--- src/hw/matmul_defs.svh ---
`ifndef MATMUL_DEFS_SVH
`define MATMUL_DEFS_SVH

// element width and grid dimension
`define MM_DWIDTH      8
`define MM_SIZE        4

// operand and result memories
`define MM_AWIDTH      7
`define MM_MEM_DEPTH   128
// engine address outside the fetch window, also marks an empty fetch slot
`define MM_IDLE_ADDR   127

// run schedule in counter values
// done count is 4*size-2+4
`define MM_DONE_CYCLE  18
// grid row r is captured at this count plus r
`define MM_DRAIN_CYCLE 11

`endif

--- src/hw/matmul_pkg.sv ---
`include "matmul_defs.svh"
`default_nettype none

package matmul_pkg;

  // one matrix element, products and sums wrap at this width
  typedef logic [`MM_DWIDTH-1:0] elem_t;

  // one memory word, lane 0 sits in the low bits
  typedef elem_t [`MM_SIZE-1:0] row_t;

  // full grid of elements, indexed [row][column]
  typedef row_t [`MM_SIZE-1:0] grid_t;

  // memory address
  typedef logic [`MM_AWIDTH-1:0] addr_t;

  // run cycle count
  typedef logic [15:0] cnt_t;

endpackage

`default_nettype wire

--- src/hw/processing_element.sv ---
`timescale 1ns/1ps
`default_nettype none

module processing_element (
  input  logic              clk,
  input  logic              reset,
  input  logic              i_clear,
  input  matmul_pkg::elem_t i_a,
  input  matmul_pkg::elem_t i_b,
  output matmul_pkg::elem_t o_a,
  output matmul_pkg::elem_t o_b,
  output matmul_pkg::elem_t o_acc
);
  import matmul_pkg::*;

  elem_t prod;

  // only the low byte of the product is kept
  assign prod = elem_t'(i_a * i_b);

  always_ff @(posedge clk) begin
    if (reset) begin
      o_a   <= '0;
      o_b   <= '0;
      o_acc <= '0;
    end else begin
      // A moves right, B moves down
      o_a   <= i_a;
      o_b   <= i_b;
      // sum wraps modulo 256
      o_acc <= i_clear ? '0 : o_acc + prod;
    end
  end

endmodule

`default_nettype wire

--- src/hw/systolic_array.sv ---
`timescale 1ns/1ps
`include "matmul_defs.svh"
`default_nettype none

module systolic_array (
  input  logic                clk,
  input  logic                reset,
  input  logic                i_clear,
  input  matmul_pkg::row_t    i_a_edge,
  input  matmul_pkg::row_t    i_b_edge,
  input  logic [`MM_SIZE-1:0] i_row_capture,
  output matmul_pkg::row_t    o_c_row
);
  import matmul_pkg::*;

  // outputs on the far right column and bottom row go nowhere
  grid_t a_fwd;
  grid_t b_fwd;
  grid_t acc;

  for (genvar r = 0; r < `MM_SIZE; r++) begin : g_row
    row_t drain;

    for (genvar c = 0; c < `MM_SIZE; c++) begin : g_col
      elem_t a_in;
      elem_t b_in;

      if (c == 0) begin : g_a_edge
        assign a_in = i_a_edge[r];
      end else begin : g_a_link
        assign a_in = a_fwd[r][c-1];
      end

      if (r == 0) begin : g_b_edge
        assign b_in = i_b_edge[c];
      end else begin : g_b_link
        assign b_in = b_fwd[r-1][c];
      end

      processing_element u_pe (
        .clk     (clk),
        .reset   (reset),
        .i_clear (i_clear),
        .i_a     (a_in),
        .i_b     (b_in),
        .o_a     (a_fwd[r][c]),
        .o_b     (b_fwd[r][c]),
        .o_acc   (acc[r][c])
      );
    end

    // a captured row waits for the rest of the sweep, so all lanes
    // start shifting together and each output word is one C column
    always_ff @(posedge clk) begin
      if (i_row_capture[r]) begin
        drain <= acc[r];
      end else if (i_row_capture == '0) begin
        drain <= drain >> `MM_DWIDTH;
      end
    end

    assign o_c_row[r] = drain[0];
  end

endmodule

`default_nettype wire

--- config.mk ---
export PLATFORM = sky130hd
export DESIGN_NAME = systolic_array
export DESIGN_NICKNAME = d
export VERILOG_FILES = /design/src/hw/matmul_pkg.sv /design/src/hw/processing_element.sv /design/src/hw/systolic_array.sv
export VERILOG_INCLUDE_DIRS = /design/src /design/src/hw
export SDC_FILE = /design/constraint.sdc
export NUM_CORES = 2
export LEC_CHECK = 0
export ABC_CLOCK_PERIOD_IN_PS = 5900
export BUFFER_PORTS_ARGS = -buffer_cell sky130_fd_sc_hd__buf_2
export CAP_MARGIN = 15
export CORE_ASPECT_RATIO = 1.2
export CORE_UTILIZATION = 31
export CTS_CLUSTER_SIZE = 14
export DETAILED_ROUTE_END_ITERATION = 6
export MAX_ROUTING_LAYER = met4
export PLACE_DENSITY = 0.49
export SYNTH_ARGS = -nofsm -noshare
export SYNTH_HDL_FRONTEND = slang
export SYNTH_HIERARCHICAL = 1
export SYNTH_SLANG_ARGS = --single-unit
--- constraint.sdc ---
create_clock -name clk -period 5.9 [get_ports clk]
set_input_delay 0.59 -clock clk [delete_from_list [all_inputs] [get_ports clk]]
set_output_delay 0.59 -clock clk [all_outputs]
set_load 0.05 [all_outputs]
## Word level (Yosys, flattened, before mapping)

Cells that the tools add are included.

| storage, ports and cells | value |
|---|---|
| flip-flop bits (word level) | 448 |
| bits of input ports | 71 |
| output and inout port bits | 32 |
| word-level logic and storage cells | 102 |

| operators by class | value |
|---|---|
| add/subtract/negate cells | 16 |
| multipliers | 16 |
| multiplexer cells | 8 |
| reduce and logical (&&, ||, !) cells | 6 |

Operators by type and width:

| cell | number |
|---|---|
| 32-bit two-way mux | 8 |
| 8-bit adder | 16 |
| 8-bit by 8-bit multiplier with 8-bit output | 16 |
| 2-bit nonzero test | 4 |
| 4-bit zero test | 1 |
| 2-bit OR reduction | 1 |

## Longest topological paths before layout

| depth | value |
|---|---|
| depth after elaboration | 3 |
| mapped depth | 15 |
| depth with buffers taken out | 15 |

## By module

The synthesis kept the hierarchy.

Modules (own cells, without submodules):

| module | instances | cells each | area each (µm²) | sequential area each (µm²) |
|---|---|---|---|---|
| processing_element at g_row[0].g_col[0].u_pe ... | 8 | 177 | 1,722.9 | 480.5 |
| systolic_array | 1 | 310 | 5,928.2 | 3,843.7 |
| processing_element at g_row[3].g_col[0].u_pe ... | 3 | 177 | 1,720.4 | 480.5 |
| processing_element at g_row[2].g_col[1].u_pe ... | 2 | 177 | 1,719.1 | 480.5 |
| processing_element at g_row[3].g_col[3].u_pe | 1 | 177 | 1,717.9 | 480.5 |
| processing_element at g_row[2].g_col[3].u_pe | 1 | 177 | 1,709.1 | 480.5 |
| processing_element at g_row[2].g_col[0].u_pe | 1 | 177 | 1,701.6 | 480.5 |

## Worst setup path before layout

OpenSTA, ideal clock, no wires.

| path | value |
|---|---|
| path type | input-to-reg |
| from | in i_a_edge[21] (netlist bit) |
| to | reg g_row[2].g_col[0].u_pe.o_acc[7] |
| library setup time | 0.127 ns |
| data arrival time | 3.600 ns |
| required time | 5.773 ns |
| slack | 2.173 ns |
| cell stages on the path | 13 |
| path buffers | 0 |
| path through | nand2_1 -> fa_1 -> inv_1 -> fa_1 -> inv_1 -> fa_1 -> fa_1 -> inv_1 -> ha_1 -> a21oi_1 -> xnor2_2 -> xnor2_1 -> nor3_2 |

| between the ends | value |
|---|---|
| word-level cells in the longest chain between the ends | 2 |

Ends and longest elaborated chain:

| element | line | RTL |
|---|---|---|
| from (decl) | systolic_array.sv:9 | `input matmul_pkg::row_t i_a_edge,` |
| 8-bit by 8-bit multiplier with 8-bit output | processing_element.sv:19 | `assign prod = elem_t'(i_a * i_b);` |
| 8-bit adder | processing_element.sv:31 | `o_acc <= i_clear ? '0 : o_acc + prod;` |
| to (signal assigned) | processing_element.sv:31 |  |
| to (decl) | processing_element.sv:12 | `output matmul_pkg::elem_t o_acc` |

No other way between the ends.
A chain may end at the register's enable or synchronous reset.

## Worst setup path after layout

| path | value |
|---|---|
| from | reg g_row[1].g_col[2].u_pe.o_b[0] |
| to | reg g_row[2].g_col[2].u_pe.o_acc[7] |

| between the ends | value |
|---|---|
| word-level cells in the longest chain between the ends | 2 |

Ends and longest elaborated chain:

| element | line | RTL |
|---|---|---|
| from (decl) | processing_element.sv:11 | `output matmul_pkg::elem_t o_b,` |
| from (signal assigned) | processing_element.sv:29 | `o_b <= i_b;` |
| 8-bit by 8-bit multiplier with 8-bit output | processing_element.sv:19 |  |
| 8-bit adder | processing_element.sv:31 |  |
| to (signal assigned) | processing_element.sv:31 |  |
| to (decl) | processing_element.sv:12 |  |

No other way between the ends.

==> results.sh <==
export IMPL_worst_r2r_cell_count=13
export IMPL_final_util=0.350
export IMPL_synth_area_sq_mm=0.0317
export IMPL_clock_path_buffers=3
export IMPL_worst_pin_slew_ns=1.02
export IMPL_die_w_microns=294
export IMPL_drt_iter0_drc=551
export IMPL_dr_pass1_iters=5
export IMPL_wl_mm=71.2
export IMPL_cap_violations=0
export IMPL_maxSlewViolCount=0
export IMPL_cts_reportedPaths_clkPinSlew_ns=0.06
export IMPL_worstSetupStartpointType="flop"
export IMPL_finalCritPeriodShare=0.681
export IMPL_fin_setup_tns_ns=0
export IMPL_coreArea_sq_mm=0.102
export IMPL_critPathKind="reg2reg"
export IMPL_drc=0
export IMPL_worstPathMaxFanout=9
export IMPL_viasPerCell=4.19
export IMPL_status="finished clean"
export IMPL_drtAntennaViolNets=0
export IMPL_dp_hpwl_mm=54.6
export IMPL_postSynthCellCount=3014
export IMPL_p_sw_frac=0.279
export IMPL_htree_levels=2
export IMPL_first_global_vias=20528
export IMPL_wl_per_cell_microns=15.8
export IMPL_globalplace_congestion=0.796
export IMPL_fin_crit_ns=4.02
export IMPL_synth_warnings=6
export IMPL_hold_buffers=0
export IMPL_register_area_sq_mm=0.0102
export IMPL_vdd_drop_max_v=0.000248
export IMPL_required_ns=6.37
export IMPL_skew_ns=0.0194
export IMPL_numCtsBuffers=56
export IMPL_p_leak_nw=16.5
export IMPL_via_count=18910
export IMPL_grt_pass1_wl_mm=115
export IMPL_final_cell_mix="inv_1, dfxtp_1, nand2_1"
export IMPL_drive_gt1_frac=0.161
export IMPL_holdCritPathClass="in2reg"
export IMPL_grt_antenna_before_repair=3
export IMPL_timing_hold_ws_ns=0.249
export IMPL_rsz0062_at_grt="false"
export IMPL_endpoint_kind="flop"
export IMPL_cp_arrival_ns=4.49
export IMPL_multi_input_area_sq_mm=0.0190
export IMPL_switchingPower_w=0.00245
export IMPL_cts_sinks=448
export IMPL_setup_viol_count_final=0
export IMPL_postSynthNetCount=3645
export IMPL_io_pins=103
export IMPL_portBuffers=102
export IMPL_die_area_sq_mm=0.104
export IMPL_clock_latency_ns=0.61
export IMPL_clkPwrFrac=0.421
export IMPL_rows=128
export IMPL_share_comb_of_total_power=0.175
export IMPL_synthToLayoutAreaGrowth_pct=11.9
export IMPL_hold_path_cell_count=2
export IMPL_grt_overflow=0
export IMPL_max_freq_mhz=249
export IMPL_dieHeight_microns=353
export IMPL_initial_core_util=0.313
export IMPL_slew_headroom=0.317
export IMPL_power_w=0.00879
export IMPL_avgSynthCellArea_sq_um=10.5
export IMPL_cts_resized=0
export IMPL_timing_hold_violations_final=0
export IMPL_post_cts_setup_buffer_count=0
export IMPL_p_per_area_mw_per_mm2=247
export IMPL_seqPwrFrac=0.404
export IMPL_cts_root_buf="clkbuf_16"
export IMPL_grt_util_all_layers=0.146
export IMPL_final_common_cell="inv_1"
export IMPL_grt_max_degree=98
export IMPL_cts_tree="yes"
export IMPL_nets=3733
export IMPL_p_int_w=0.00634
export IMPL_num_fill_cells=10422
sequential cells by signal, indices dropped and copies added, names as in the netlist:
| signal | cells |
|---|---|
| g_row.g_col.u_pe/o_b | 96 |
| o_c_row | 32 |
| g_row.drain | 96 |
| g_row.g_col.u_pe/o_a | 96 |
| g_row.g_col.u_pe/o_acc | 128 |
cell type report:
class | instances | share of cell area
multi-input cells | 1958 | 0.534
flip-flops and latches | 448 | 0.289
inverters | 528 | 0.0558
well taps | 1365 | 0.0481
clock buffers | 68 | 0.0427
repair buffers | 110 | 0.0171
clock inverters | 38 | 0.0138
diodes | 1 | 0.0000704
routing by layer:
layer | vias up | global-route usage | routed length (microns)
met5 | - | - | 0
met4 | 0 | 0.0343 | 1390
met3 | 82 | 0.0175 | 1880
met2 | 203 | 0.256 | 36500
met1 | 9265 | 0.178 | 31400
li1 | 9360 | - | -
power groups by stage:
stage	sequential [W]	combinational [W]	clock [W]
global route	0.00358	0.00178	0.00394
global placement	0.00363	0.00156	0
finish	0.00355	0.00154	0.00370
detailed placement	0.00363	0.00158	0
CTS	0.00356	0.00159	0.00381
floorplan	0.00352	0.00128	0
worst max-delay path, cell delays in order, from the launching register on:
cell     delay, ns
dfxtp_1       0.58
nand2_1       0.13
fa_1          0.52
inv_1         0.05
fa_1          0.49
inv_1         0.06
fa_1          0.48
fa_1          0.49
inv_1         0.04
ha_1          0.29
a21oi_1       0.32
xnor2_2       0.13
xnor2_1       0.22
nor3_2        0.05
path summary, 6_finish.rpt:
path | slack, ns | from | endpoint
min | 0.25 | i_b_edge[30] | g_row[0].g_col[3].u_pe/o_b[6]
min reg2reg | 0.47 | g_row[0].g_col[0].u_pe/o_a[7] | g_row[0].g_col[1].u_pe/o_a[7]
max reg2reg | 1.88 | g_row[1].g_col[2].u_pe/o_b[0] | g_row[2].g_col[2].u_pe/o_acc[7]
max | 1.88 | g_row[1].g_col[2].u_pe/o_b[0] | g_row[2].g_col[2].u_pe/o_acc[7]
per-stage QoR:
stage          area, sq um  instances  setup slack (ns)
2_1_floorplan        31700       3014              2.17
3_3_place_gp         33500       4409              1.85
3_5_place_dp         33500       4409              1.82
4_1_cts              35500       4515              1.84
5_1_grt              35500       4516              1.70
6_report             35500       4516              1.88
Power figures use the tool's default switching activity.
