--- config.mk ---
export PLATFORM = sky130hd
export DESIGN_NAME = matmul_sequencer_flat
export DESIGN_NICKNAME = d
export VERILOG_FILES = /design/src/hw/matmul_pkg.sv /design/src/hw/matmul_ctrl_if.sv /design/src/hw/matmul_sequencer.sv /design/src/flat_wrapper.sv
export VERILOG_INCLUDE_DIRS = /design/src /design/src/hw
export SDC_FILE = /design/constraint.sdc
export NUM_CORES = 1
export LEC_CHECK = 0
export ABC_CLOCK_PERIOD_IN_PS = 1800
export BUFFER_PORTS_ARGS = -buffer_cell sky130_fd_sc_hd__buf_2
export CORE_ASPECT_RATIO = 1.2
export CORE_MARGIN = 8
export CORE_UTILIZATION = 53
export CTS_CLUSTER_DIAMETER = 80
export DETAILED_ROUTE_END_ITERATION = 10
export GPL_TIMING_DRIVEN = 0
export MAX_ROUTING_LAYER = met4
export PLACE_DENSITY = 0.88
export SYNTH_ARGS = -nofsm -noshare
export SYNTH_HDL_FRONTEND = slang
export SYNTH_SLANG_ARGS = --single-unit
--- constraint.sdc ---
create_clock -name clk -period 1.8 [get_ports clk]
set_clock_uncertainty 0.1 [all_clocks]
set_input_delay 0.36 -clock clk [delete_from_list [all_inputs] [get_ports clk]]
set_output_delay 0.36 -clock clk [all_outputs]
set_load 0.01 [all_outputs]
--- src/hw/matmul_defs.svh ---
`ifndef MATMUL_DEFS_SVH
`define MATMUL_DEFS_SVH

// element width and grid dimension
`define MM_DWIDTH      8
`define MM_SIZE        4

// operand and result memories
`define MM_AWIDTH      7
`define MM_MEM_DEPTH   128
// engine address outside the fetch window, also marks an empty fetch slot
`define MM_IDLE_ADDR   127

// run schedule in counter values
// done count is 4*size-2+4
`define MM_DONE_CYCLE  18
// grid row r is captured at this count plus r
`define MM_DRAIN_CYCLE 11

`endif

--- src/hw/matmul_pkg.sv ---
`include "matmul_defs.svh"
`default_nettype none

package matmul_pkg;

  // one matrix element, products and sums wrap at this width
  typedef logic [`MM_DWIDTH-1:0] elem_t;

  // one memory word, lane 0 sits in the low bits
  typedef elem_t [`MM_SIZE-1:0] row_t;

  // full grid of elements, indexed [row][column]
  typedef row_t [`MM_SIZE-1:0] grid_t;

  // memory address
  typedef logic [`MM_AWIDTH-1:0] addr_t;

  // run cycle count
  typedef logic [15:0] cnt_t;

endpackage

`default_nettype wire

--- src/hw/matmul_ctrl_if.sv ---
`timescale 1ns/1ps
`default_nettype none

interface matmul_ctrl_if;
  import matmul_pkg::*;

  // operand fetch addresses
  addr_t a_addr;
  addr_t b_addr;

  // result write port
  addr_t c_addr;
  logic  c_we;

  // engine owns the memories while high
  logic  busy;

  modport sequencer (
    output a_addr, b_addr, c_addr, c_we, busy
  );

  modport store (
    input a_addr, b_addr, c_addr, c_we, busy
  );

endinterface

`default_nettype wire

--- src/hw/matmul_sequencer.sv ---
`timescale 1ns/1ps
`include "matmul_defs.svh"
`default_nettype none

module matmul_sequencer (
  input  logic                clk,
  input  logic                reset,
  input  logic                i_start,
  matmul_ctrl_if.sequencer    ctrl,
  output logic                o_clear,
  output logic [`MM_SIZE-1:0] o_row_capture,
  output logic                o_done
);
  import matmul_pkg::*;

  // write-back begins on the count that captures the last grid row
  localparam int wr_first = `MM_DRAIN_CYCLE + `MM_SIZE - 1;

  cnt_t  cnt;
  addr_t op_addr;
  logic  wr_window;

  // counter freezes at the done count until i_start drops
  always_ff @(posedge clk) begin
    if (reset || !i_start) begin
      cnt    <= '0;
      o_done <= 1'b0;
    end else if (cnt == cnt_t'(`MM_DONE_CYCLE)) begin
      o_done <= 1'b1;
    end else begin
      cnt <= cnt + 1'b1;
    end
  end

  // the idle address is the last word, so the first step wraps to 0
  always_ff @(posedge clk) begin
    if (reset || !i_start) begin
      op_addr <= addr_t'(`MM_IDLE_ADDR);
    end else if (cnt < cnt_t'(`MM_SIZE)) begin
      op_addr <= op_addr + 1'b1;
    end else begin
      op_addr <= addr_t'(`MM_IDLE_ADDR);
    end
  end

  // A columns and B rows are fetched in lockstep
  assign ctrl.a_addr = op_addr;
  assign ctrl.b_addr = op_addr;

  always_ff @(posedge clk) begin
    if (reset) begin
      ctrl.busy <= 1'b0;
    end else begin
      ctrl.busy <= i_start;
    end
  end

  // accumulators and skew lines are held at zero between runs
  assign o_clear = !ctrl.busy;

  for (genvar r = 0; r < `MM_SIZE; r++) begin : g_capture
    assign o_row_capture[r] = (cnt == cnt_t'(`MM_DRAIN_CYCLE + r));
  end

  assign wr_window = (cnt >= cnt_t'(wr_first)) && (cnt < cnt_t'(wr_first + `MM_SIZE));

  // one C column per clock, addresses 0 upwards
  always_ff @(posedge clk) begin
    if (reset || !i_start) begin
      ctrl.c_we   <= 1'b0;
      ctrl.c_addr <= '0;
    end else begin
      ctrl.c_we   <= wr_window;
      ctrl.c_addr <= ctrl.c_we ? ctrl.c_addr + 1'b1 : '0;
    end
  end

  // the last C column is written before done goes high
  a_done_after_write: assert property (
    @(posedge clk) disable iff (reset) o_done |-> !ctrl.c_we
  );

  // drain registers stop shifting during a capture, so no write may overlap it
  a_capture_outside_write: assert property (
    @(posedge clk) disable iff (reset) (|o_row_capture) |-> !ctrl.c_we
  );

endmodule

`default_nettype wire

--- src/flat_wrapper.sv ---
// flat-port wrapper written by rule: the top's interface ports become plain ports
module matmul_sequencer_flat import matmul_pkg::*;
  (clk, reset, i_start, o_clear, o_row_capture, o_done, ctrl_a_addr, ctrl_b_addr, ctrl_c_addr, ctrl_c_we, ctrl_busy);
  matmul_ctrl_if ctrl_i ();
  input  logic clk;
  input  logic reset;
  input  logic i_start;
  output logic o_clear;
  output logic [`MM_SIZE-1:0] o_row_capture;
  output logic o_done;
  output wire logic [$bits(ctrl_i.a_addr)-1:0] ctrl_a_addr;
  output wire logic [$bits(ctrl_i.b_addr)-1:0] ctrl_b_addr;
  output wire logic [$bits(ctrl_i.c_addr)-1:0] ctrl_c_addr;
  output wire logic [$bits(ctrl_i.c_we)-1:0] ctrl_c_we;
  output wire logic [$bits(ctrl_i.busy)-1:0] ctrl_busy;
  assign ctrl_a_addr = ctrl_i.a_addr;
  assign ctrl_b_addr = ctrl_i.b_addr;
  assign ctrl_c_addr = ctrl_i.c_addr;
  assign ctrl_c_we = ctrl_i.c_we;
  assign ctrl_busy = ctrl_i.busy;
  matmul_sequencer u_core (.clk(clk), .reset(reset), .i_start(i_start), .ctrl(ctrl_i), .o_clear(o_clear), .o_row_capture(o_row_capture), .o_done(o_done));
endmodule
# Word level (Yosys, flattened, before mapping)

Cells that the tools add are included.

Word-level logic and storage cells: 25
Flip-flop bits (word level): 33
Output and inout port bits: 29
Input port bits: 3

Equality and inequality tests: 5
Bitwise operators: 2
$add $sub $neg: 3
Order comparisons: 3
Reductions and logical operators: 6

Operators by type and width:

| cell                  | number |
|---|---|
| $eq 16x4->1 const B   | 4 |
| $add 16x1->16 const B | 1 |
| $eq 16x5->1 const B   | 1 |
| $ge 16x4->1 const B   | 1 |
| $lt 16x3->1 const B   | 1 |
| $lt 16x5->1 const B   | 1 |
| $add 7x1->7 const B   | 2 |
| $reduce_or 2->1       | 2 |
| $logic_not 1->1       | 2 |
| $not 1->1             | 2 |
| $logic_and 1x1->1     | 1 |
| $logic_or 1x1->1      | 1 |

# Depth between registers and ports, before layout

Depth in word-level cells: 3
Mapped depth: 6
Gate-level depth less buffers: 5

# Least setup slack after synthesis

Ideal clock, no wire load.

Kind: reg-to-output
Start point: register u_core.cnt[8]
End point: output port o_row_capture[3]
Data required time: 1.340 ns
Setup slack: 0.083 ns
Cell stages (with the launch flop): 4
Data arrival time: 1.257 ns
Path through: dfxtp_1 nor4_2 nand3_2 nor4_1

Longest elaborated chain between the ends: 1

RTL lines:

| item                   | RTL line               | text |
|---|---|---|
| start, declared        | matmul_sequencer.sv:19 | `cnt_t cnt;` |
| start signal, assigned | matmul_sequencer.sv:31 | `cnt <= cnt + 1'b1;` |
| $eq 16x4->1            | matmul_sequencer.sv:62 | `` assign o_row_capture[r] = (cnt == cnt_t'(`MM_DRAIN_CYCLE + r)); `` |
| end, declared          | flat_wrapper.sv:9      | `` output logic [`MM_SIZE-1:0] o_row_capture; `` |

Every way passes these cells.

# Worst setup path in the final report

Start point: register u_core.cnt[15]
End point: output port o_row_capture[3]

Same word-level chain as after synthesis.

==> summary.txt <==
Run status
  • Status: complete, but fails checks
  • Failing checks: setup timing

Yosys
  • Simple-Gate Fraction of Synth Area: 30.2%
  • Synth Area in XOR/XNOR: 10.8%
  • Net Count, Synth: 179
  • Flops & latches, synth: 33
  • Post-Synth Adder-Cell Area: 4.04%
  • Sequential share of the synthesized area: 42.7%
  • Synth unique cells: 33
  • Synth warn: 0
  • Syn_area_per_cell: 9.05 µm²
  • Largest family of logic cells by synthesized area: simple AND/OR/NAND/NOR gates
  • Mux share of post-synthesis cell area: 0.647%
  • Mapped Cells: 171
  • Compound-Gate Fraction of Synth Area: 4.45%
  • Syn Std Cell Area: 1550 µm²

Routing
  • Detail Route Antenna Nets: 0
  • Via count: about 1300
  • Via-to-Cell Ratio: ~5.2
  • WL/cell: 13.6 µm
  • DR iter-0 viols: 63
  • Post-detailed-routing wire length: 3350 µm
  • DRT Pass-1 Iters: 4
  • # DRC: 0

Clock network
  • Number of buffers created by CTS: 5
  • Clk_lat worst skew: between 300 and 400 ps
  • H-Tree Depth: 2
  • Clk Tree Root Cell: clkbuf_4
  • Clk pin slew, worst setup/hold paths: roughly 100 ps
  • Clock Sinks: 33
  • CTS tree: built
  • CTS max path bufs: 2

Floorplanning
  • Core ar.: 2790 µm²
  • Starting Density: 55.6%
  • Num ports: 32
  • Die Y: 75.2 µm
  • Row count: 21
  • Die W: 65.3 µm
  • Die footprint: 4910 µm²

Place
  • GPL Wtd Cong: between 0.7 and 0.8
  • Dpl cells: 236
  • DP Worst Slack: -128 ps
  • Buffers on Ports: 31
  • DPL Wire Length: between 2000 and 2500 µm
  • Area of placed instances: 1750 µm²

Final layout
  • Design area: 1910 µm²
  • Commonest non-fill, non-tap cell in the layout: buf_2
  • Final cell count without fillers: 246
  • Ratio of cells with drive above 1 in the final layout: between 30% and 40%
  • ANT cells: 0
  • Final core occ: 68.5%
  • Final #Nets: 219
  • Most frequent cells in the layout: buf_2, dfxtp_1, nor2_1
  • Area Growth Syn to Fin: 23.3%

Run
  • Max_cap viols: 0

Critical path
  • Setup CP Type: register to output pin
  • CP Launch Type: register
  • Worst Path Max Fanout: 4
  • Max incr delay on CP: 360 ps
  • Worst path arrival time: 1620 ps
  • Worst Setup End Kind: output pin
  • Worst path slowest cell: dfxtp_2
  • CP Cell Sequence: nor4_4, nand3_2, nor4_2, buf_2
  • Req. time, crit path: 1340 ps

STA
  • Fin worst setup slack: -276 ps
  • Hold WS: 334 ps
  • Least-Margin Pin Slew: 430 ps
  • Final Hold Vio Count: 0
  • Period utilisation layout: 115%
  • RSZ-0062 raised after global routing: true
  • Final setup viols: 4
  • Max-slew headroom at the worst pin: 71.3%
  • F_max: 482 MHz
  • Minimum clock period: between 2000 and 2500 ps
  • Final TNS setup: -1040 ps
  • Slew Viols, Final: 0

Pwr
  • Peak supply drop: approximately 0.88 mV
  • Lkg Pwr: 0.802 nW
  • Power consumption: between 1.5 and 2 mW
  • Pwr dens: 827 nW/µm²

GRT
  • Largest net degree at the start of global routing: 12
  • First-pass GRT wire length: 5440 µm
  • Initial antenna violation count: 0
  • Gr usage total: approximately 15%
  • Number of global-route vias before repair: 1259
  • Total grt overflow: 0

Hold path
  • Min-Delay Path Class: register to register
==> worst paths after layout <==
kind,from,to,slack (ps),cells after the start
setup / recovery,u_core.cnt[15],o_row_capture[3],-280,4
hold / removal,u_core.ctrl.a_addr[0],u_core.ctrl.a_addr[0],330,1
setup reg to reg,u_core.cnt[1],u_core.cnt[14],120,5
hold reg to reg,u_core.ctrl.a_addr[0],u_core.ctrl.a_addr[0],330,1
==> worst max-delay path: cells and delay by family, from the launching register on <==
family	cells	cell delay, ps
buf+inv	1	190
flops	1	360
simple gates	3	730
==> what timing repair did <==
| action | CTS | global route |
|---|---|---|
| resized for setup | 8 | 3 |
| pin swaps | 7 | 2 |
| endpoints found under the hold margin | 0 | 0 |
| setup endpoints to repair | 4 | 8 |
| buffers inserted | 2 | 0 |
| hold buffers | 0 | 0 |
| gates cloned | 0 | 0 |
==> where the power goes <==
| part | internal [mW] | total (mW) | switching, mW |
|---|---|---|---|
| sequential | 0.745 | 0.766 | 0.0211 |
| clock | 0.430 | 0.685 | 0.255 |
| combinational | 0.0624 | 0.128 | 0.0653 |
| total | 1.24 | 1.58 | 0.342 |
==> area by class of cell <==
cell class	count	area (µm²)
Clock buffer	5	37.5
Sequential cell	33	668
Fill cell	240	877
Tap cell	34	42.5
Clock inverter	3	65.1
Inverter	5	18.8
Multi-Input combinational cell	120	812
Timing Repair Buffer	33	170
Buffer	13	93.8
==> per-layer routing <==
| layer | part of all wire (%) | track usage, % | routed length [µm] |
|---|---|---|---|
| met1 | 37 | 13.7 | 1250 |
| met2 | 53 | 25.4 | 1770 |
| met3 | 8.3 | 7.14 | 278 |
| met4 | 1.7 | 6.55 | 57 |
| met5 | 0 | - | 0 |
==> synth_stat cells <==
cell type | number | area [µm²]
dfxtp_1 | 33 | 661
nor2_1 | 22 | 82.6
nand2_1 | 15 | 56.3
nand3_1 | 12 | 60.1
buf_4 | 10 | 75.1
xor2_1 | 10 | 87.6
xnor2_1 | 9 | 78.8
nor3_1 | 6 | 30.0
and3_1 | 5 | 31.3
ha_1 | 5 | 62.6
a21oi_1 | 4 | 20.0
and4_1 | 4 | 35.0
inv_1 | 4 | 15.0
nand2b_1 | 4 | 25.0
nand4_1 | 4 | 25.0
nor4_2 | 3 | 37.5
clkbuf_1 | 2 | 7.51
nor3_2 | 2 | 20.0
o21a_1 | 2 | 15.0
o21ai_0 | 2 | 10.0
a31o_2 | 1 | 8.76
a31oi_1 | 1 | 6.26
and3_4 | 1 | 11.3
buf_6 | 1 | 11.3
inv_2 | 1 | 3.75
mux2i_1 | 1 | 10.0
nand2_2 | 1 | 6.26
nand3_2 | 1 | 10.0
nand3b_1 | 1 | 7.51
nor3_4 | 1 | 16.3
nor4_1 | 1 | 6.26
o311ai_1 | 1 | 8.76
or3_1 | 1 | 6.26
==> sequential cells by signal (all words and copies together) (netlist names) <==
| name | cells |
|---|---|
| u_core.cnt | 16 |
| u_core.ctrl.c_we | 1 |
| u_core.ctrl.c_addr | 7 |
| u_core.ctrl.busy | 1 |
| u_core.ctrl.a_addr | 7 |
| u_core.o_done | 1 |
==> kinds of logic after synthesis <==
logic type,after synthesis
xor+xnor,19
simple gates,84
mux,1
fa+ha+maj,5
flops,33
compound gates,11
buf+inv,18
No activity file was read; power rests on OpenSTA's default activity.
