`config.mk`:
```
export PLATFORM = sky130hd
export DESIGN_NAME = operand_skew
export DESIGN_NICKNAME = d
export VERILOG_FILES = /design/src/hw/matmul_pkg.sv /design/src/hw/operand_skew.sv
export VERILOG_INCLUDE_DIRS = /design/src /design/src/hw
export SDC_FILE = /design/constraint.sdc
export NUM_CORES = 1
export LEC_CHECK = 0
export ABC_AREA = 1
export BUFFER_PORTS_ARGS = -buffer_cell sky130_fd_sc_hd__buf_4
export CAP_MARGIN = 20
export CORE_MARGIN = 2
export CORE_UTILIZATION = 50
export CTS_CLUSTER_DIAMETER = 40
export CTS_CLUSTER_SIZE = 28
export DETAILED_ROUTE_END_ITERATION = 12
export PLACE_DENSITY = 0.81
export SLEW_MARGIN = 15
export SYNTH_ARGS = -nofsm -noshare
export SYNTH_HDL_FRONTEND = slang
export SYNTH_SLANG_ARGS = --single-unit
export TNS_END_PERCENT = 1
```
`constraint.sdc`:
```
create_clock -name clk -period 0.9 [get_ports clk]
set_input_delay 0.045 -clock clk [delete_from_list [all_inputs] [get_ports clk]]
set_output_delay 0.045 -clock clk [all_outputs]
set_load 0.1 [all_outputs]
```
`src/hw/matmul_defs.svh`:
```
`ifndef MATMUL_DEFS_SVH
`define MATMUL_DEFS_SVH

// element width and grid dimension
`define MM_DWIDTH      8
`define MM_SIZE        4

// operand and result memories
`define MM_AWIDTH      7
`define MM_MEM_DEPTH   128
// engine address outside the fetch window, also marks an empty fetch slot
`define MM_IDLE_ADDR   127

// run schedule in counter values
// done count is 4*size-2+4
`define MM_DONE_CYCLE  18
// grid row r is captured at this count plus r
`define MM_DRAIN_CYCLE 11

`endif

```
`src/hw/matmul_pkg.sv`:
```
`include "matmul_defs.svh"
`default_nettype none

package matmul_pkg;

  // one matrix element, products and sums wrap at this width
  typedef logic [`MM_DWIDTH-1:0] elem_t;

  // one memory word, lane 0 sits in the low bits
  typedef elem_t [`MM_SIZE-1:0] row_t;

  // full grid of elements, indexed [row][column]
  typedef row_t [`MM_SIZE-1:0] grid_t;

  // memory address
  typedef logic [`MM_AWIDTH-1:0] addr_t;

  // run cycle count
  typedef logic [15:0] cnt_t;

endpackage

`default_nettype wire

```
`src/hw/operand_skew.sv`:
```
`timescale 1ns/1ps
`include "matmul_defs.svh"
`default_nettype none

module operand_skew (
  input  logic             clk,
  input  logic             reset,
  input  logic             i_clear,
  input  matmul_pkg::row_t i_row,
  output matmul_pkg::row_t o_edge
);
  import matmul_pkg::*;

  // lane i passes through i registers
  for (genvar i = 0; i < `MM_SIZE; i++) begin : g_lane
    if (i == 0) begin : g_direct
      assign o_edge[i] = i_row[i];
    end else begin : g_delay
      elem_t line [i];

      always_ff @(posedge clk) begin
        if (reset || i_clear) begin
          for (int k = 0; k < i; k++) begin
            line[k] <= '0;
          end
        end else begin
          line[0] <= i_row[i];
          for (int k = 1; k < i; k++) begin
            line[k] <= line[k-1];
          end
        end
      end

      assign o_edge[i] = line[i-1];
    end
  end

endmodule

`default_nettype wire

```
; Word level (Yosys, flattened, before mapping)
; Memory sizes are Yosys's and may differ from the RTL's.
; Cells that the tools add are included.
[word_totals]
latchBits = 0
elab_cells = 20
memories = 3
reg_bits = 0
ramBits = 48
in_bits = 35
out_inout_bits = 32
romBits = 0
[classes]
n_mux = 10
n_mul = 0
addsub = 0
n_eq_ne = 0
shift = 0
n_bitwise = 5
n_lt_le_gt_ge = 0
div = 0
reduce_logical = 2
[mem_list]
columns = name, depth, width, read_ports, rd_clocked_by_memory_dff, write_ports, line
row1 = g_lane[3].g_delay.line, 3, 8, 3, 0, 3, operand_skew.sv:19  ; elem_t line [i];
row2 = g_lane[2].g_delay.line, 2, 8, 2, 0, 2, operand_skew.sv:19
row3 = g_lane[1].g_delay.line, 1, 8, 1, 0, 1, operand_skew.sv:19
[op_table]
columns = cell, n
row1 = 8-bit 2-to-1 mux, 6
row2 = 8-bit OR reduction, 1
row3 = 1-bit bitwise OR, 5
row4 = 1-bit 2-to-1 mux, 4
row5 = 1-bit logical OR, 1

; Depth between registers and ports, before layout
; Gate-level depths: netlist (run 1).
[logic_depth]
depth_word = 4
mapped_depth = 5
mapped_depth_nobuf = 3

; Worst setup path after synthesis (run 1)
; Ideal clock, no wire load.
[synth_timing]
path_type = reg-to-output
startpoint = memory g_lane[1].g_delay.line[0][2] (netlist bit)
endpoint = output o_edge[10] (netlist bit)
arrival_time_ns = 0.909
setup_slack_ns = -0.054
path_buffers = 0
stages_incl_launch_ff = 1
cell_sequence = dfxtp_1
[synth_between]
elab_chain_len = 1
[synth_lines]
columns = item, line
row1 = start: declaration, operand_skew.sv:19
row2 = memory 1 x 8 bit, n/a
row3 = end: declaration, operand_skew.sv:10  ; output matmul_pkg::row_t o_edge
; No other way between the ends.

==> results of run 1 <==
layout by cell type (no fill, tap or decap):
cell type	count
buf_12	25
buf_4	28
bufinv_16	1
clkbuf_4	5
dfxtp_1	24
dfxtp_2	24
dlygate4sd3_1	26
inv_1	50
nand2_4	1
nor2_1	28
nor2_4	20
cell usage after synthesis (all sizes together):
cell / count / area share (%)
inv: 50 / 11
nand2: 1 / 0.36
buf: 29 / 14
dfxtp: 48 / 56
nor2: 48 / 19
per-stage QoR:
stage          hold slack (ns)  std cells
3_5_place_dp           0.09068        246
2_1_floorplan           0.1572        176
5_1_grt                0.09015        278
3_3_place_gp           0.09068        246
6_report               0.09004        278
4_1_cts                0.09068        278
power by group through the flow:
stage / logic [uW] / registers [uW] / clock network, uW
after floorplan: 405 / 2340 / 0
after global placement: 451 / 2240 / 0
after detailed placement: 456 / 2240 / 0
after CTS: 603 / 2210 / 1200
after global routing: 646 / 2220 / 1310
final: 611 / 2210 / 1170
area by class of cell:
| cell class | count | area (sq um) | area share [%] |
|---|---|---|---|
| tap | 46 | 57.56 | 2.200 |
| inverter | 50 | 187.7 | 7.174 |
| clock inverter | 1 | 30.03 | 1.148 |
| sequential | 48 | 991.0 | 37.88 |
| clock buffer | 5 | 37.54 | 1.435 |
| timing repair buffer | 79 | 970.9 | 37.11 |
| multi-input combinational | 49 | 341.6 | 13.06 |
cell families after synthesis:
kind of cell / share of synthesized area (%)
buffers and inverters: 24.85
flip-flops: 55.65
AND/OR/NAND/NOR: 19.49
what timing repair did:
item                                    CTS  global route
hold endpoints to repair                 26             0
hold buffers                             26             0
endpoints found under the setup margin   24            24
gates resized for setup                  95             0
buffers inserted                          0             0
routing by layer:
metal	GRT usage (%)	wire length, microns	vias to the layer above
met4	8.333	63	0
met2	30.38	1584	33
li1	-	-	564
met1	14.63	1031	475
met3	7.027	195	7
met5	0	0	-
worst max path at each step:
stage / end / slack [ns]
5_1_grt: o_edge[11] / -0.11
4_1_cts: o_edge[18] / -0.06
3_3_place_gp: g_lane[1].g_delay.line[0][2] / 0.21
6_report: o_edge[9] / -0.05
3_5_place_dp: g_lane[1].g_delay.line[0][5] / 0.17
2_1_floorplan: o_edge[11] / -0.05
==> impl_metrics.py, run 1 <==
metrics = {
    "outcome": {
        "status": "finished, violations left",
        "violations": "setup timing",
    },
    "route": {
        "avgViaCountPerCell": 3.881,
        "firstDrtPassIters": 3,
        "drt-total-wl_mm": 2.874,
        "drtIter0Drc": 16,
        "num_vias": 1079,
        "avgRoutedWirePerCell_microns": 10.34,
        "detail-route-antenna-nets": 0,
        "drc_errors": 0,
    },
    "global_route": {
        "grt_usage_pct": 16.24,
        "grt_pass1_vias": 1119,
        "grt_max_degree": 19,
        "overflow": 0,
        "antenna_found_initial": 0,
        "grt_pass1_wl_mm": 4.712,
    },
    "timing": {
        "max_freq_mhz": 1054,
        "fin_crit_ns": 0.9488,
        "clock_skew_ns": 0.008680,
        "finalCritPeriodShare_pct": 105.4,
        "rsz0062_at_grt": "yes",
        "tightest_slew_ns": 0.2151,
        "tns_ns": -0.7938,
        "maxSlewHeadroom_pct": 85.66,
        "fin_ws_ns": -0.04879,
        "setup_viol": 24,
        "hold_violations": 0,
        "drv_slew": 0,
    },
    "hold_path": {
        "holdPathEnd": "o_edge[0]",
        "hold_start": "i_row[0]",
        "hold_class": "primary input to output pin",
        "hold_depth": 0,
    },
    "worst_setup_path": {
        "path_max_fanout": 1,
        "cp_data_required_time_ns": 0.85,
        "cpMaxStageDelayCell": "dfxtp_2",
        "crit_type": "flip-flop to output pin",
        "crit_path_cell_trace": "buf_12",
        "crit_path_end_kind": "output pin",
        "crit_start": "g_lane[1].g_delay.line[0][1]",
        "reg2reg_to": "g_lane[3].g_delay.line[0][23]",
        "cp.arrival_ns": 0.90,
        "crit_family": "flip-flops",
        "reg2regPathDepth": 2,
        "startpoint_type": "flip-flop",
        "cp.depth": 1,
        "ff2ff_setup_slack_ns": 0.36,
        "r2r_start": "g_lane[3].g_delay.line[0][15]",
        "critPathMaxStageDelay_ns": 0.37,
        "cp_num_buf_inv": 1,
    },
    "finish": {
        "diodes": 0,
        "drive_above_1_share_pct": 44.83,
        "top_register": "g_lane.g_delay.line",
        "largest_reg_flops": 48,
        "n_fill_cell": 210,
        "largestRegisters": "g_lane.g_delay.line (48)",
        "final_area_sq_um": 2616,
        "post-route-util_pct": 78.40,
        "final_net_count": 268,
        "syn_to_final_growth_pct": 51.52,
    },
    "logic_synthesis": {
        "syn_avg_cell_area_sq_um": 9.811,
        "synthCells": 176,
        "ys_warn_count": 0,
        "synth_cell_types": 9,
        "syn_nets": 211,
        "synth-seq-cells": 48,
        "syn-cell-area_sq_um": 1727,
        "ys_seq_area_share_pct": 55.65,
    },
    "floorplan": {
        "die_y_microns": 62.77,
        "rows": 21,
        "die_area_sq_um": 3939,
        "coreArea_sq_um": 3337,
        "start_util_pct": 51.74,
        "die_x_microns": 62.77,
        "num_io_pins": 67,
    },
    "power": {
        "p_sw_share_pct": 24.29,
        "power.leakage_uw": 0.001145,
        "p_comb_share_pct": 15.3,
        "power_density_nw_per_um2": 1528,
        "ir_drop_mv": 1.214,
        "seqPwrFrac_pct": 55.3,
        "p_int_uw": 3026,
        "p_total_uw": 3996,
        "clockPowerShare_pct": 29.4,
        "power.switching_uw": 970.7,
    },
    "place": {
        "portBuffers": 50,
        "globalplace.congestion": 0.6638,
        "dp_hpwl_mm": 1.427,
        "dp_slack_ns": 0.1746,
        "dpl_cell_area_sq_um": 1959,
    },
    "clocking": {
        "cts_root_buf": "clkbuf_4",
        "cts_tree": "built",
        "ctsHtreeMaxLevel": 2,
        "clk_pin_slew_worst_paths_ns": 0.13,
        "numCtsBuffers": 5,
        "cts_sinks": 48,
        "clkLatencyLatePin_ns": 0.35,
        "cts_buffer_depth": 2,
    },
    "flow_run": {
        "drv_cap": 0,
    },
}
Note: power is estimated with default switching activity, not from simulation.
==> run 2: changes to the inputs <==
Settings changed: ABC_AREA 1 to not set.
==> impl_metrics.py, run 2 <==
metrics = {
    "worst_setup_path": {
        "critPathMaxStageDelay_ns": 0.38,
        "reg2regPathDepth": 1,
        "cp.arrival_ns": 0.91,
        "crit_path_cell_trace": "buf_12",
        "crit_family": "flip-flops",
        "ff2ff_setup_slack_ns": 0.29,
        "reg2reg_to": "g_lane[2].g_delay.line[0][14]",
        "cp_data_required_time_ns": 0.85,
        "cp_num_buf_inv": 1,
        "r2r_start": "g_lane[2].g_delay.line[0][6]",
        "crit_path_end_kind": "output pin",
        "path_max_fanout": 1,
        "startpoint_type": "flip-flop",
        "cpMaxStageDelayCell": "dfxtp_2",
        "crit_type": "flip-flop to output pin",
    },
    "route": {
        "num_vias": 1023,
        "drc_errors": 0,
        "firstDrtPassIters": 3,
        "drt-total-wl_mm": 3.232,
        "drtIter0Drc": 16,
        "avgViaCountPerCell": 4.507,
        "avgRoutedWirePerCell_microns": 14.24,
        "detail-route-antenna-nets": 0,
    },
    "hold_path": {
        "hold_start": "reset",
        "holdPathEnd": "g_lane[2].g_delay.line[0][12]",
        "hold_class": "primary input to flip-flop",
        "hold_depth": 3,
    },
    "logic_synthesis": {
        "ys_top_cells_by_count": "48 x dfxtp_1, 28 x nor3b_1, 25 x buf_4",
        "synthCells": 130,
        "synth_edf_count": 0,
        "syn-cell-area_sq_um": 1677,
        "ys.flop_type": "dfxtp_1",
        "ys_top_cells_by_area": "dfxtp_1 57%, nor3b_2 15%, nor3b_1 13%, buf_4 11%, buf_6 2.7%",
        "synth_cell_types": 7,
        "ys_warn_count": 0,
        "ys_seq_area_share_pct": 57.31,
        "synth.largest_area_cell": "dfxtp_1",
        "synth_most_common_cell": "dfxtp_1",
        "syn_nets": 165,
        "synth-seq-cells": 48,
        "syn_avg_cell_area_sq_um": 12.90,
        "async_reset_ff_share_pct": 0,
        "yosys.area.top_type_share_pct": 57.31,
    },
    "power": {
        "power_density_nw_per_um2": 1580,
        "power.leakage_uw": 0.0009752,
        "p_total_uw": 4012,
        "ir_drop_mv": 0.9252,
    },
    "finish": {
        "diodes": 0,
        "final_cell_mix": "28 x nor3b_1, 27 x buf_4, 25 x dlygate4sd3_1, 25 x buf_12",
        "largest_reg_flops": 48,
        "top_register": "g_lane.g_delay.line",
        "final_net_count": 215,
        "final_common_cell": "nor3b_1",
        "regArea_sq_um": 991.0,
        "multi_input_area_sq_um": 460.4,
        "drive_above_1_share_pct": 56.91,
        "n_fill_cell": 194,
        "final_area_sq_um": 2539,
        "syn_to_final_growth_pct": 51.42,
        "largestRegisters": "g_lane.g_delay.line (48)",
    },
    "floorplan": {
        "coreArea_sq_um": 3284,
        "start_util_pct": 51.05,
        "die_y_microns": 61.91,
        "die_area_sq_um": 3832,
        "rows": 21,
        "num_io_pins": 67,
        "die_x_microns": 61.91,
    },
    "outcome": {
        "status": "finished, violations left",
        "violations": "setup timing",
    },
    "place": {
        "globalplace.congestion": 0.6915,
        "dp_hpwl_mm": 1.599,
        "portBuffers": 50,
        "dpl_cell_area_sq_um": 1883,
    },
    "global_route": {
        "grt_pass1_wl_mm": 4.926,
        "grt_usage_pct": 18.69,
        "grt_max_degree": 49,
        "grt_pass1_vias": 1044,
        "antenna_found_initial": 0,
        "overflow": 0,
    },
    "clocking": {
        "cts_buffer_depth": 2,
        "ctsHtreeMaxLevel": 2,
        "cts_root_buf": "clkbuf_4",
        "cts_tree": "built",
        "cts_sinks": 48,
        "clk_pin_slew_worst_paths_ns": 0.13,
        "clkLatencyLatePin_ns": 0.36,
        "numCtsBuffers": 5,
    },
    "timing": {
        "fin_crit_ns": 0.9579,
        "hold_violations": 0,
        "drv_slew": 0,
        "rsz0062_at_grt": "yes",
        "clock_skew_ns": 0.01192,
        "tns_ns": -1.512,
        "setup_viol": 37,
        "fin_ws_ns": -0.05792,
        "max_freq_mhz": 1044,
        "maxSlewHeadroom_pct": 61.27,
        "finalCritPeriodShare_pct": 106.4,
        "tightest_slew_ns": 0.5790,
    },
    "flow_run": {
        "drv_cap": 0,
    },
}
-- run 2: kinds of logic after synthesis --
family | after synthesis | share of synthesized area (%)
and+or+nand+nor | 48 | 27.46
DFF | 48 | 57.31
buffers and inverters | 34 | 15.22
-- run 2: layout make-up --
cell class,instances,area share (%)
well taps,46,2.267
clock inverters,2,1.380
multi-input cells,48,18.14
clock buffers,6,1.626
flip-flops and latches,48,39.03
repair buffers,77,37.56
-- run 2: power by group --
part	internal, uW	switching (uW)
combinational	289	296
clock	583	633
sequential	2180	27.1
total	3060	956
-- run 2: what timing repair did --
action                     4_1_cts  5_1_grt
hold buffers                    24        1
gates resized for setup         95        0
hold endpoints to repair        32       13
setup endpoints to repair       24       24
buffers inserted                 0        0
-- run 2: worst max path at each step --
stage	startpoint	endpoint	slack [ns]	cells after the start
final	g_lane[2].g_delay.line[0][10]	o_edge[18]	-0.06	1
after global routing	g_lane[1].g_delay.line[0][3]	o_edge[11]	-0.10	1
after CTS	g_lane[3].g_delay.line[0][23]	o_edge[31]	-0.07	1
after global placement	i_clear	g_lane[3].g_delay.line[0][23]	0.15	2
after floorplan	g_lane[1].g_delay.line[0][3]	o_edge[11]	-0.05	0
after detailed placement	i_clear	g_lane[1].g_delay.line[0][5]	0.11	2
-- run 2: per-stage QoR --
step | util [%] | setup WS (ns) | hold slack, ns | std cells
2_1_floorplan | - | -0.05398 | 0.2019 | 130
3_3_place_gp | 57.33 | 0.1527 | 0.09118 | 194
3_5_place_dp | 57.33 | 0.1079 | 0.09118 | 194
4_1_cts | 76.99 | -0.06667 | -0.03363 | 226
5_1_grt | 77.30 | -0.1043 | 0.03681 | 227
6_report | 77.30 | -0.05792 | 0.04848 | 227
-- run 2: per-layer routing --
metal  GRT usage [%]  routed length [microns]
met1           19.87                     1171
met2           33.23                     1813
met3           6.832                      181
met4           7.903                       65
met5               0                        0
